$ cat config.mk
export PLATFORM = sky130hd
export DESIGN_NAME = cpu_top
export DESIGN_NICKNAME = d
export VERILOG_FILES = /design/src/rtl/cpu_pkg.sv /design/src/rtl/spi_ram_master.sv /design/src/rtl/fetch_stage.sv /design/src/rtl/inst_decoder.sv /design/src/rtl/execute_stage.sv /design/src/rtl/cpu_top.sv
export VERILOG_INCLUDE_DIRS = /design/src /design/src/rtl
export SDC_FILE = /design/constraint.sdc
export NUM_CORES = 1
export LEC_CHECK = 0
export BUFFER_PORTS_ARGS = -buffer_cell sky130_fd_sc_hd__buf_2
export CAP_MARGIN = 20
export CORE_ASPECT_RATIO = 1.5
export CORE_UTILIZATION = 65
export CTS_CLUSTER_DIAMETER = 50
export DETAILED_ROUTE_END_ITERATION = 6
export GPL_TIMING_DRIVEN = 0
export PLACE_DENSITY = 0.81
export SLEW_MARGIN = 40
export SYNTH_ARGS = -nofsm -noshare
export SYNTH_HDL_FRONTEND = slang
export SYNTH_SLANG_ARGS = --single-unit
$ cat constraint.sdc
create_clock -name clk -period 8 [get_ports clk]
set_input_delay 0.4 -clock clk [delete_from_list [all_inputs] [get_ports clk]]
set_output_delay 0.4 -clock clk [all_outputs]
set_load 0.005 [all_outputs]
$ cat src/rtl/cpu_settings.svh
// Width, SPI command and program-counter constants shared by the processor.

`ifndef CPU_SETTINGS_SVH
`define CPU_SETTINGS_SVH

// data and address width.
`define WORD_W 16
`define BYTE_W 8

// operand field of a one-word instruction.
`define OPND_W 10

// every instruction is one word.
`define PC_STEP 2

// serial RAM commands.
`define SPI_CMD_W 8
`define SPI_CMD_READ 3
`define SPI_CMD_WRITE 2

`endif

$ cat src/rtl/cpu_pkg.sv
// Processor types: opcode, source and condition encodings,
// the instruction union, the decoded instruction and memory requests.

`default_nettype none

`include "cpu_settings.svh"

package cpu_pkg;

  typedef logic [`WORD_W-1:0] word_t;
  typedef logic [`BYTE_W-1:0] byte_t;

  typedef enum logic [3:0] {
    OP_NOP    = 4'h0,
    OP_HALT   = 4'h1,
    OP_TRAP   = 4'h2,
    OP_LOAD   = 4'h3,
    OP_STORE  = 4'h4,
    OP_ADD    = 4'h5,
    OP_SUB    = 4'h6,
    OP_AND    = 4'h7,
    OP_OR     = 4'h8,
    OP_XOR    = 4'h9,
    OP_TEST   = 4'hA,
    OP_BRANCH = 4'hB,
    OP_IF     = 4'hC,
    OP_OUT_LO = 4'hD,
    OP_OUT_HI = 4'hE,
    OP_UNDEF  = 4'hF
  } opcode_e;

  // only immediate and RAM are legal.
  typedef enum logic [1:0] {
    SRC_IMM   = 2'd0,
    SRC_RAM   = 2'd1,
    SRC_RSVD2 = 2'd2,
    SRC_RSVD3 = 2'd3
  } source_e;

  typedef enum logic [1:0] {
    COND_ZERO     = 2'd0,
    COND_NOT_ZERO = 2'd1,
    COND_NEG      = 2'd2,
    COND_NOT_NEG  = 2'd3
  } cond_e;

  ////////////////////////////////////////
  // instruction word, two views.
  ////////////////////////////////////////

  typedef struct packed {
    opcode_e             op;
    source_e             src;
    logic [`OPND_W-1:0]  operand;
  } operand_form_t;

  typedef struct packed {
    opcode_e             op;
    logic [`OPND_W-1:0]  spare;
    cond_e               cond;
  } cond_form_t;

  typedef union packed {
    operand_form_t opnd;
    cond_form_t    cnd;
  } inst_u;

  typedef struct packed {
    opcode_e op;
    logic    uses_ram;
    logic    illegal;
    word_t   operand;
    cond_e   cond;
  } decoded_t;

  typedef struct packed {
    logic  start_read;
    logic  start_write;
    word_t addr;
    word_t wdata;
  } mem_req_t;

endpackage

`default_nettype wire

$ cat src/rtl/spi_ram_master.sv
// Serial RAM master for one-word reads and writes.
// Serves the fetch and execute stages, one transaction at a time.

`timescale 1ns/10ps
`default_nettype none

`include "cpu_settings.svh"

module spi_ram_master (
  input  wire               clk,
  input  wire               rst_n,
  input  wire cpu_pkg::mem_req_t fetch_req,
  input  wire cpu_pkg::mem_req_t exec_req,
  output cpu_pkg::word_t    rd_data,
  output logic              fetch_done,
  output logic              exec_done_mem,
  output logic              spi_clk,
  output logic              spi_select,
  output logic              spi_mosi,
  input  wire               spi_miso
);

  import cpu_pkg::*;

  // command, address and data bits of one transaction.
  localparam int FRAME_W = `SPI_CMD_W + 2 * `WORD_W;
  localparam int TICK_W = $clog2(2 * FRAME_W + 2);
  localparam logic [TICK_W-1:0] SHIFT_END = TICK_W'(2 * FRAME_W);
  localparam logic [`SPI_CMD_W-1:0] CMD_READ = `SPI_CMD_READ;
  localparam logic [`SPI_CMD_W-1:0] CMD_WRITE = `SPI_CMD_WRITE;

  logic               active;
  logic               owner_exec;
  logic [TICK_W-1:0]  tick;
  logic [FRAME_W-1:0] shreg;
  logic               fetch_start;
  logic               exec_start;
  mem_req_t           req;

  assign fetch_start = fetch_req.start_read | fetch_req.start_write;
  assign exec_start = exec_req.start_read | exec_req.start_write;
  assign req = fetch_start ? fetch_req : exec_req;
  assign spi_mosi = active & shreg[FRAME_W-1];

  ////////////////////////////////////////
  // transaction sequencing.
  ////////////////////////////////////////

  // spi_clk rises on even ticks and falls on odd ones.
  always_ff @(posedge clk) begin
    if (!rst_n) begin
      active <= 1'b0;
      owner_exec <= 1'b0;
      tick <= '0;
      spi_clk <= 1'b0;
      spi_select <= 1'b1;
      fetch_done <= 1'b0;
      exec_done_mem <= 1'b0;
    end else begin
      fetch_done <= 1'b0;
      exec_done_mem <= 1'b0;
      if (!active) begin
        if (fetch_start | exec_start) begin
          active <= 1'b1;
          owner_exec <= !fetch_start;
          tick <= '0;
          spi_select <= 1'b0;
        end
      end else begin
        tick <= tick + 1'b1;
        if (tick < SHIFT_END) begin
          spi_clk <= ~tick[0];
        end else if (tick == SHIFT_END) begin
          spi_select <= 1'b1;
        end else begin
          active <= 1'b0;
          fetch_done <= !owner_exec;
          exec_done_mem <= owner_exec;
        end
      end
    end
  end

  ////////////////////////////////////////
  // shift registers.
  ////////////////////////////////////////

  always_ff @(posedge clk) begin
    if (!active && (fetch_start || exec_start)) begin
      shreg <= {req.start_write ? CMD_WRITE : CMD_READ, req.addr, req.wdata};
    end else if (active && tick < SHIFT_END) begin
      if (tick[0]) begin
        shreg <= shreg << 1;
      end else begin
        // sampled as spi_clk rises.
        rd_data <= {rd_data[`WORD_W-2:0], spi_miso};
      end
    end
  end

endmodule

`default_nettype wire

$ cat src/rtl/fetch_stage.sv
// Step sequencing, program counter and instruction fetch.
// Holds the processor state and the halt and trap reporting.

`timescale 1ns/10ps
`default_nettype none

`include "cpu_settings.svh"

module fetch_stage (
  input  wire                clk,
  input  wire                rst_n,
  input  wire                step,
  output cpu_pkg::mem_req_t  fetch_req,
  input  wire                fetch_done,
  input  wire cpu_pkg::word_t rd_data,
  output cpu_pkg::inst_u     inst_word,
  output logic               inst_valid,
  input  wire                exec_done,
  input  wire                branch_taken,
  input  wire cpu_pkg::word_t branch_offset,
  input  wire                go_halt,
  input  wire                go_trap,
  output logic               busy,
  output logic               halt,
  output logic               trap
);

  import cpu_pkg::*;

  localparam word_t PC_INC = `PC_STEP;

  typedef enum logic [2:0] {
    ST_IDLE,
    ST_FETCH,
    ST_EXEC,
    ST_HALT,
    ST_TRAP,
    ST_UNTRAP
  } state_e;

  state_e state;
  word_t  pc;
  logic   step_q;
  logic   step_rise;
  logic   issue;

  assign step_rise = step & ~step_q;

  assign fetch_req = '{start_read: issue, start_write: 1'b0, addr: pc, wdata: '0};

  assign busy = (state == ST_FETCH) || (state == ST_EXEC);
  assign halt = state == ST_HALT;
  assign trap = state == ST_TRAP;

  always_ff @(posedge clk) begin
    if (!rst_n) begin
      state <= ST_IDLE;
      pc <= '0;
      step_q <= 1'b0;
      issue <= 1'b0;
      inst_valid <= 1'b0;
    end else begin
      step_q <= step;
      issue <= 1'b0;
      inst_valid <= 1'b0;
      case (state)
        ST_IDLE: begin
          if (step_rise) begin
            state <= ST_FETCH;
            issue <= 1'b1;
          end
        end
        ST_FETCH: begin
          if (fetch_done) begin
            state <= ST_EXEC;
            inst_valid <= 1'b1;
          end
        end
        ST_EXEC: begin
          if (exec_done) begin
            // branch target is relative to the next instruction.
            pc <= pc + PC_INC + (branch_taken ? branch_offset : '0);
            if (go_halt) begin
              state <= ST_HALT;
            end else if (go_trap) begin
              state <= ST_TRAP;
            end else begin
              state <= ST_IDLE;
            end
          end
        end
        ST_TRAP: begin
          if (step_rise) begin
            state <= ST_UNTRAP;
          end
        end
        ST_UNTRAP: begin
          if (!step) begin
            state <= ST_IDLE;
          end
        end
        ST_HALT: begin
          state <= ST_HALT;
        end
        default: begin
          state <= ST_IDLE;
        end
      endcase
    end
  end

  always_ff @(posedge clk) begin
    if (fetch_done) begin
      inst_word <= rd_data;
    end
  end

endmodule

`default_nettype wire

$ cat src/rtl/inst_decoder.sv
// Instruction decoder: operand and condition views of the word,
// operand extension and illegal-instruction detection.

`timescale 1ns/10ps
`default_nettype none

`include "cpu_settings.svh"

module inst_decoder (
  input  wire cpu_pkg::inst_u inst_word,
  output cpu_pkg::decoded_t   dec
);

  import cpu_pkg::*;

  opcode_e             op;
  source_e             src;
  logic [`OPND_W-1:0]  raw;
  logic                src_op;

  assign op = inst_word.opnd.op;
  assign src = inst_word.opnd.src;
  assign raw = inst_word.opnd.operand;

  // ops that read or write through the source field.
  assign src_op = op inside {OP_LOAD, OP_STORE, OP_ADD, OP_SUB, OP_AND, OP_OR, OP_XOR};

  always_comb begin
    dec.op = op;
    dec.cond = inst_word.cnd.cond;
    dec.uses_ram = src_op && (src == SRC_RAM);
    dec.illegal = (op == OP_UNDEF)
      || (src_op && !(src inside {SRC_IMM, SRC_RAM}))
      || ((op == OP_STORE) && (src == SRC_IMM));
    if (op == OP_BRANCH) begin
      // signed offset.
      dec.operand = {{(`WORD_W - `OPND_W){raw[`OPND_W-1]}}, raw};
    end else begin
      dec.operand = {{(`WORD_W - `OPND_W){1'b0}}, raw};
    end
  end

endmodule

`default_nettype wire

$ cat src/rtl/execute_stage.sv
// Execute stage: accumulator, flags, conditional skip, RAM operand
// access, output byte and the end-of-instruction report.

`timescale 1ns/10ps
`default_nettype none

`include "cpu_settings.svh"

module execute_stage (
  input  wire                    clk,
  input  wire                    rst_n,
  input  wire cpu_pkg::decoded_t dec,
  input  wire                    inst_valid,
  output cpu_pkg::mem_req_t      exec_req,
  input  wire                    exec_done_mem,
  input  wire cpu_pkg::word_t    rd_data,
  output logic                   exec_done,
  output logic                   branch_taken,
  output cpu_pkg::word_t         branch_offset,
  output logic                   go_halt,
  output logic                   go_trap,
  output cpu_pkg::byte_t         data_out
);

  import cpu_pkg::*;

  typedef enum logic {
    EX_IDLE,
    EX_WAIT
  } ex_state_e;

  ex_state_e state;
  word_t     acc;
  word_t     rhs;
  word_t     alu_res;
  logic      zero;
  logic      neg;
  logic      skip;
  logic      cond_met;
  logic      req_rd;
  logic      req_wr;
  logic      start_mem;
  logic      finish;

  assign exec_req = '{start_read: req_rd, start_write: req_wr, addr: dec.operand, wdata: acc};

  assign rhs = (state == EX_WAIT) ? rd_data : dec.operand;

  assign start_mem = (state == EX_IDLE) && inst_valid && !skip && !dec.illegal && dec.uses_ram;
  assign finish = ((state == EX_IDLE) && inst_valid && !start_mem)
    || ((state == EX_WAIT) && exec_done_mem);

  always_comb begin
    case (dec.op)
      OP_ADD:  alu_res = acc + rhs;
      OP_SUB:  alu_res = acc - rhs;
      OP_AND:  alu_res = acc & rhs;
      OP_OR:   alu_res = acc | rhs;
      OP_XOR:  alu_res = acc ^ rhs;
      default: alu_res = rhs;
    endcase
  end

  always_comb begin
    case (dec.cond)
      COND_ZERO:     cond_met = zero;
      COND_NOT_ZERO: cond_met = !zero;
      COND_NEG:      cond_met = neg;
      default:       cond_met = !neg;
    endcase
  end

  ////////////////////////////////////////
  // instruction completion.
  ////////////////////////////////////////

  always_ff @(posedge clk) begin
    if (!rst_n) begin
      state <= EX_IDLE;
      acc <= '0;
      zero <= 1'b0;
      neg <= 1'b0;
      skip <= 1'b0;
      req_rd <= 1'b0;
      req_wr <= 1'b0;
      exec_done <= 1'b0;
      branch_taken <= 1'b0;
      go_halt <= 1'b0;
      go_trap <= 1'b0;
      data_out <= '0;
    end else begin
      exec_done <= finish;
      req_rd <= 1'b0;
      req_wr <= 1'b0;
      if (start_mem) begin
        state <= EX_WAIT;
        req_rd <= dec.op != OP_STORE;
        req_wr <= dec.op == OP_STORE;
      end
      if (finish) begin
        state <= EX_IDLE;
        branch_taken <= 1'b0;
        go_halt <= 1'b0;
        go_trap <= 1'b0;
        skip <= 1'b0;
        // a skipped instruction only advances.
        if (!skip) begin
          if (dec.illegal) begin
            go_trap <= 1'b1;
          end else begin
            case (dec.op)
              OP_HALT: go_halt <= 1'b1;
              OP_TRAP: go_trap <= 1'b1;
              OP_LOAD: acc <= rhs;
              OP_ADD, OP_SUB, OP_AND, OP_OR, OP_XOR: begin
                acc <= alu_res;
                zero <= alu_res == '0;
                neg <= alu_res[`WORD_W-1];
              end
              OP_TEST: begin
                zero <= acc == '0;
                neg <= acc[`WORD_W-1];
              end
              OP_BRANCH: branch_taken <= 1'b1;
              OP_IF:     skip <= !cond_met;
              OP_OUT_LO: data_out <= acc[`BYTE_W-1:0];
              OP_OUT_HI: data_out <= acc[`WORD_W-1:`BYTE_W];
              default: ;
            endcase
          end
        end
      end
    end
  end

  always_ff @(posedge clk) begin
    if (finish) begin
      branch_offset <= dec.operand;
    end
  end

endmodule

`default_nettype wire

$ cat src/rtl/cpu_top.sv
// Processor top level: fetch, decode and execute stages
// around the shared serial RAM master.

`timescale 1ns/10ps
`default_nettype none

module cpu_top (
  input  wire                 clk,
  input  wire                 rst_n,
  output logic                spi_mosi,
  output logic                spi_select,
  output logic                spi_clk,
  input  wire                 spi_miso,
  input  wire                 step,
  output logic                busy,
  output logic                halt,
  output logic                trap,
  input  wire cpu_pkg::byte_t data_in,
  output cpu_pkg::byte_t      data_out
);

  import cpu_pkg::*;

  mem_req_t fetch_req;
  mem_req_t exec_req;
  word_t    rd_data;
  logic     fetch_done;
  logic     exec_done_mem;
  inst_u    inst_word;
  logic     inst_valid;
  decoded_t dec;
  logic     exec_done;
  logic     branch_taken;
  word_t    branch_offset;
  logic     go_halt;
  logic     go_trap;

  // data_in stays on the pinout; no instruction reads it here.

  spi_ram_master u_spi_ram_master (
    .clk(clk), .rst_n(rst_n),
    .fetch_req(fetch_req), .exec_req(exec_req), .rd_data(rd_data),
    .fetch_done(fetch_done), .exec_done_mem(exec_done_mem),
    .spi_clk(spi_clk), .spi_select(spi_select), .spi_mosi(spi_mosi), .spi_miso(spi_miso)
  );

  fetch_stage u_fetch_stage (
    .clk(clk), .rst_n(rst_n), .step(step),
    .fetch_req(fetch_req), .fetch_done(fetch_done), .rd_data(rd_data),
    .inst_word(inst_word), .inst_valid(inst_valid),
    .exec_done(exec_done), .branch_taken(branch_taken), .branch_offset(branch_offset),
    .go_halt(go_halt), .go_trap(go_trap),
    .busy(busy), .halt(halt), .trap(trap)
  );

  inst_decoder u_inst_decoder (
    .inst_word(inst_word),
    .dec(dec)
  );

  execute_stage u_execute_stage (
    .clk(clk), .rst_n(rst_n), .dec(dec), .inst_valid(inst_valid),
    .exec_req(exec_req), .exec_done_mem(exec_done_mem), .rd_data(rd_data),
    .exec_done(exec_done), .branch_taken(branch_taken), .branch_offset(branch_offset),
    .go_halt(go_halt), .go_trap(go_trap), .data_out(data_out)
  );

endmodule

`default_nettype wire

# Word-level counts from Yosys, hierarchy flattened
# Index checks and enable logic that the tools add are counted.
[op_classes] add_sub_neg=5 magnitude_cmp=1 eq_ne=32 muxes=46 bitwise=15 n_reduce_logical=55
[ops] cell="40-bit 2-to-1 mux" n=3
[ops] cell="16-bit one-hot mux with 5 select lines" n=1
[ops] cell="16-bit 2-to-1 mux" n=3
[ops] cell="33-bit 2-to-1 mux" n=1
[ops] cell="16-bit adder" n=2
[ops] cell="4-bit == test, second input constant" n=8
[ops] cell="16-bit zero test" n=2
[ops] cell="16-bit one-hot mux with 2 select lines" n=1
[ops] cell="1-bit 2-to-1 mux" n=23
[ops] cell="3-bit 2-to-1 mux" n=7
[ops] cell="3-bit one-hot mux with 6 select lines" n=1
[ops] cell="16-bit by 2-bit adder with 16-bit output, second input constant" n=1
[ops] cell="16-bit bitwise AND" n=1
[ops] cell="4-bit by 3-bit == test with 1-bit output, second input constant" n=4
[ops] cell="16-bit bitwise OR" n=1
[ops] cell="8-bit one-hot mux with 2 select lines" n=1
[ops] cell="16-bit subtractor" n=1
[ops] cell="16-bit XOR" n=1
[ops] cell="7-bit 2-to-1 mux" n=2
[ops] cell="2-bit AND reduction" n=7
[ops] cell="2-bit nonzero test" n=7
[ops] cell="4-bit AND reduction" n=3
[ops] cell="1-bit logical AND" n=11
[ops] cell="1-bit zero test" n=10
[ops] cell="27 further kinds" n=52
[word_totals] reg_bits=157 inputBits=12 out_inout_bits=14 elab_cells=182

# Longest topological paths before layout
[logic_depth] depth_word=13 ltp_mapped=19 mapped_depth_nobuf=17

# Hierarchy
# A second synthesis with hierarchy kept.
[unflattened] cells_unflattened=1075 hier_area_um2=10452.5
[modules_own_cells] mod="execute_stage" n_inst=1 cells_per_inst=519 area_each_um2=4544.4 seq_area_each_um2=1161.1
[modules_own_cells] mod="spi_ram_master" n_inst=1 cells_per_inst=245 area_each_um2=3061.7 seq_area_each_um2=1941.9
[modules_own_cells] mod="fetch_stage" n_inst=1 cells_per_inst=277 area_each_um2=2592.5 seq_area_each_um2=920.9
[modules_own_cells] mod="inst_decoder" n_inst=1 cells_per_inst=34 area_each_um2=254.0 seq_area_each_um2=0.0

# Worst setup path before layout
# OpenSTA, ideal clock, no wires.
[synth_path] path_kind="register -> register" startpoint="reg u_execute_stage.state" endpoint="reg u_execute_stage.zero" setup_ps=62 t_arrival_ps=4470 required_time_ps=7938 setup_slack_ps=3468 stages_incl_launch_ff=20 n_path_buf=2 synth_period_minus_slack_ps=4532 path_cell_list="dfxtp_1 clkbuf_1 buf_2 mux2_2 inv_1 ha_1 nand2_1 or3_1 o41ai_1 xnor2_1 ha_1 nand4_1 nor2_1 nand2_1 o221ai_1 xnor3_1 a21oi_1 o211ai_1 or4_1 nand3_1"
[synth_via] elab_chain_cells=9 elab_cells_between_ends=19 classes_between="2 x add/sub; 3 x mux; 4 x bitwise; 10 x reduce/logical"
[synth_lines] element="start: declaration" line="execute_stage.sv:32" source="ex_state_e state;"
[synth_lines] element="start signal: assignment" line="execute_stage.sv:79" source="state <= EX_IDLE;"
[synth_lines] element="start signal: assignment" line="execute_stage.sv:96" source="state <= EX_WAIT;"
[synth_lines] element="start signal: assignment" line="execute_stage.sv:101" source="state <= EX_IDLE;"
[synth_lines] element="parallel branches: the longest is 9 deep, another holds 16-bit subtractor"
[synth_lines] element="end signal: assignment" line="execute_stage.sv:81" source="zero <= 1'b0;"
[synth_lines] element="end signal: assignment" line="execute_stage.sv:117" source="zero <= alu_res == '0;"
[synth_lines] element="end signal: assignment" line="execute_stage.sv:121" source="zero <= acc == '0;"
[synth_lines] element="end: declaration" line="execute_stage.sv:36" source="logic zero;"
# Parallel ways; which one is timed is not known.
# A chain may end at the register's enable or synchronous reset.

# Worst setup path after layout
# Ends and elaborated chain as after synthesis.

==> summary.md <==
| Metric | Value |
|---|---|
| Internal power | approximately 1.3 mW |
| Gate count of the mapped netlist | 981 |
| F_max | between 150 and 200 MHz |
| Async set-reset flop share out of synthesis | 0% |
| Clk network pwr share | between 40% and 50% |
| Max_cap viols | 0 |
| Largest net degree at the start of global routing | 41 |
| Simple-gate share of the synthesized area | between 10% and 20% |
| Initial antenna violation count | 0 |
| CP max FO | 10 |
| DRT Pass-1 Iters | 5 |
| Status | finished clean |
| Final Non-Filler Cells | roughly 1,200 |
| Clock buffer depth | 2 |
| Slew @ Worst Pin | between 0.8 and 0.9 ns |
| Final hold slack | about 0.15 ns |
| Synthesized flop and latch total | approximately 150 |
| Final Net Count | 1,111 |
| # resized after CTS | 0 |
| Hold_buf cts | 0 |
| Core footprint | approximately 14,000 µm² |
| Avg Cell Area, Syn | 9.40 µm² |
| Register area share after synthesis | around two fifths |
| Vias/cell | about 6.6 |
| I/O pin cnt | 26 |
| CTS tree | done |
| Vias | slightly below 8,000 |
| Main combinational cell family by area after synthesis | simple AND/OR/NAND/NOR gates |
| Setup WS post-layout | 2.24 ns |
| Cell Chain, Critical Path | clkbuf_1 -> buf_2 -> mux2_2 -> inv_1 -> ha_1 -> nand2_1 -> or3_1 -> o41ai_1 -> xnor2_1 -> ha_1 -> nand4_1 -> nor2_1 -> nand2_1 -> o221ai_1 -> xnor3_1 -> a21oi_1 -> o211ai_1 -> or4_1 -> nand3_1 |
| CTS H-tree lvls | 4 |
| Die area | ~15,000 µm² |
| Hold Vio Cnt, Final | 0 |
| Chip Width | about 99 µm |
| Biggest area consumer among synthesized cells | edfxtp_1 |
| Tot Pwr | 1.72 mW |
| Final Cell Area | between 10,000 and 15,000 µm² |
| Max-slew violation count | 0 |
| DP Area | ~9500 µm² |
| Worst setup path category | flip-flop to flip-flop |
| Post-synth EDFFs | between 80 and 90 |
| Critical Path AT | around 6.1 ns |
| Power per cell area | 170 nW/µm² |
| Post-synthesis cell area | between 9000 and 10,000 µm² |
| Placed cell count | about 1,200 |
| Avg WL per Cell | 21.6 µm |
| Synth Warn # | 0 |
| Top Family by Delay on Critical Path | simple AND/OR/NAND/NOR gates |
| # Post-CTS Setup Buffers | 0 |
| Remaining antenna violation count | 0 |
| Finish-stage setup viols | 0 |
| Effective utilization at floorplan | around 66% |
| CP required | about 8.4 ns |
| Post-DP HPWL | roughly 19,000 µm |
| Worst Clk Skew | ~0.012 ns |
| CTS buffer count | 17 |
| Gp weighted congestion | between 1 and 1.5 |
| Rel. slew slack | between 40% and 50% |
| Yosys cell types | 68 |
| Vias in the first global route | about 7,600 |
| GRT Residual Overflow | 0 |
| Final min period | roughly 5.8 ns |
| Unrepaired setup endpoints after global routing | false |
| Flop pwr share | about half |
| Post-synth top area share | about 27% |
| Layout cell share with drive strength beyond 1 | 6.60% |
| Synth area leaders | edfxtp_1 (27%), dfxtp_1 (15%), ha_1 (11%), nand2_1 (4.4%), a21oi_1 (3.4%) |
| Antenna diode count | 0 |
| Mapped Nets | approximately 1,100 |
| CTS Root Cell | clkbuf_16 |
| Setup_tns | 0 ns |
| Switch share | a little under a quarter |
| Die height | 148 µm |
| Worst vdd ir | 0.119 mV |
| Detailed Route WL | roughly 26,000 µm |
| Critical Path Slowest Stage Cell | o41ai_1 |
| Num rows | between 50 and 60 |
| Post-layout util | 72.6% |
| Top FF cell, synth | edfxtp_1 |
| Tot GR Track Use | roughly 36% |
| Worst setup SP type | flip-flop |
| First-pass GRT wire length | ~40,000 µm |
| CP endpoint kind | flip-flop |
| Leak | 4.17 nW |
| Synth Area in XOR/XNOR | under 10% |
| Area Growth Syn to Fin | 9.66% |
| Number of remaining DRC errors | 0 |
| Sinks on Clock Net | 152 |
| Number of DRC markers in iteration 0 | approximately 600 |
| Worst slack, placed | between 2 and 2.5 ns |
| Clock slew at reported path FFs | about 0.070 ns |
| Part of the power in combinational logic | about 3.9% |
| Fillers | about 1,000 |
| Latest clock arrival within the worst-skew pair | between 0.4 and 0.5 ns |
| Synth Area in Compound Gates | between 10% and 20% |
| Slowest stage delay, CP | around 0.56 ns |
| Psw | 0.409 mW |
| Period utilisation layout | between 70% and 80% |
| Adder-Cell Fraction of Synth Area | between 10% and 20% |
| Bufs and invs on worst path | 3 |
| IO Port Bufs | 17 |
| Min-Delay Path Class | input port to flip-flop |
| Post-synthesis mux area share | under 10% |
[cells by family (layout without fill, tap and decap cells)]
| family | after synthesis | count (layout) |
|---|---|---|
| flops | 152 | 152 |
| xor+xnor | 37 | 37 |
| buf+inv | 103 | 152 |
| fa+ha+maj | 82 | 82 |
| simple gates | 330 | 330 |
| mux | 30 | 30 |
| compound gates | 247 | 247 |
[layout make-up]
class	count	area (µm²)	share of cell area, %
Multi-Input combinational cell	726	4970	49.2
Sequential cell	152	3870	38.3
Clock buffer	19	443	4.38
Inverter	56	210	2.08
Tap cell	165	206	2.04
Buffer	47	186	1.84
Clock inverter	13	138	1.36
Timing Repair Buffer	17	85.1	0.841
[layout by cell type, fill, tap and decap left out, drive strengths merged, types with 4 or more instances in the layout]
master / synthesis / layout
nand2: 109 / 109
edfxtp: 83 / 83
ha: 80 / 80
dfxtp: 69 / 69
nor2: 65 / 65
a21oi: 62 / 62
clkbuf: 43 / 62
inv: 56 / 61
o21ai: 56 / 56
and2: 30 / 30
mux2i: 27 / 27
nor3: 27 / 27
xnor2: 26 / 26
buf: 4 / 21
o31ai: 20 / 20
nand3: 16 / 16
nor2b: 14 / 14
o211ai: 14 / 14
a21o: 12 / 12
xor2: 10 / 10
a22oi: 10 / 10
o211a: 10 / 10
nand2b: 9 / 9
nor4: 9 / 9
o221ai: 9 / 9
a211oi: 9 / 9
and3: 9 / 9
a31oi: 8 / 8
o21a: 7 / 7
nand4: 7 / 7
or3: 7 / 7
a221oi: 6 / 6
nor3b: 5 / 5
clkinv: 0 / 5
or2: 4 / 4
o2111ai: 4 / 4
[path summary, 6_finish.rpt]
kind,startpoint,end,slack (ns),cells past startpoint
worst max-delay path,u_execute_stage.state,u_execute_stage.zero,2.24,19
worst min-delay path,spi_miso,u_spi_ram_master.rd_data[0],0.15,1
worst max register to register,u_execute_stage.state,u_execute_stage.zero,2.24,19
worst min register to register,u_spi_ram_master.owner_exec,u_spi_ram_master.fetch_done,0.43,1
[flip-flops by register name, indices dropped and copies added (netlist names), 3 cells and up]
signal and cells:
u_spi_ram_master.rd_data 16, u_execute_stage.data_out 8, u_fetch_stage.state 3, u_execute_stage.branch_offset 11
u_spi_ram_master.tick 7, u_fetch_stage.pc 16, u_fetch_stage.inst_word 16, u_spi_ram_master.shreg 40
u_execute_stage.acc 16
[power by group through the flow]
| stage | Sequential, mW | Combinational [mW] | Clock (mW) |
|---|---|---|---|
| global route | 0.858 | 0.0734 | 0.825 |
| floorplan | 0.869 | 0.0439 | 0 |
| global placement | 0.873 | 0.0639 | 0 |
| finish | 0.856 | 0.0671 | 0.796 |
| CTS | 0.856 | 0.0668 | 0.793 |
| detailed placement | 0.873 | 0.0660 | 0 |
[per-layer routing]
metal | global-route usage, % | vias up | share of wire, %
li1 | - | 3652 | -
met5 | 0 | - | 0
met3 | 8.46 | 141 | 6.9
met1 | 38.5 | 3704 | 36
met4 | 29.2 | 0 | 8.4
met2 | 61.5 | 360 | 49
[cell usage after synthesis, types with 4 or more instances]
cell type and instances:
a211oi_1 9, a21o_1 12, a21oi_1 62, a221oi_1 6, a22oi_1 10, a31oi_1 8
and2_1 30, and3_1 8, clkbuf_1 43, dfxtp_1 69, edfxtp_1 83, ha_1 80
inv_1 56, mux2i_1 27, nand2_1 109, nand2b_1 9, nand3_1 16, nand4_1 7
nor2_1 65, nor2b_1 14, nor3_1 27, nor3b_1 5, nor4_1 9, o2111ai_1 4
o211a_1 10, o211ai_1 14, o21a_1 7, o21ai_0 56, o221ai_1 9, o31ai_1 20
or2_2 4, or3_1 6, xnor2_1 26, xor2_1 10
Power figures use the tool's default switching activity.
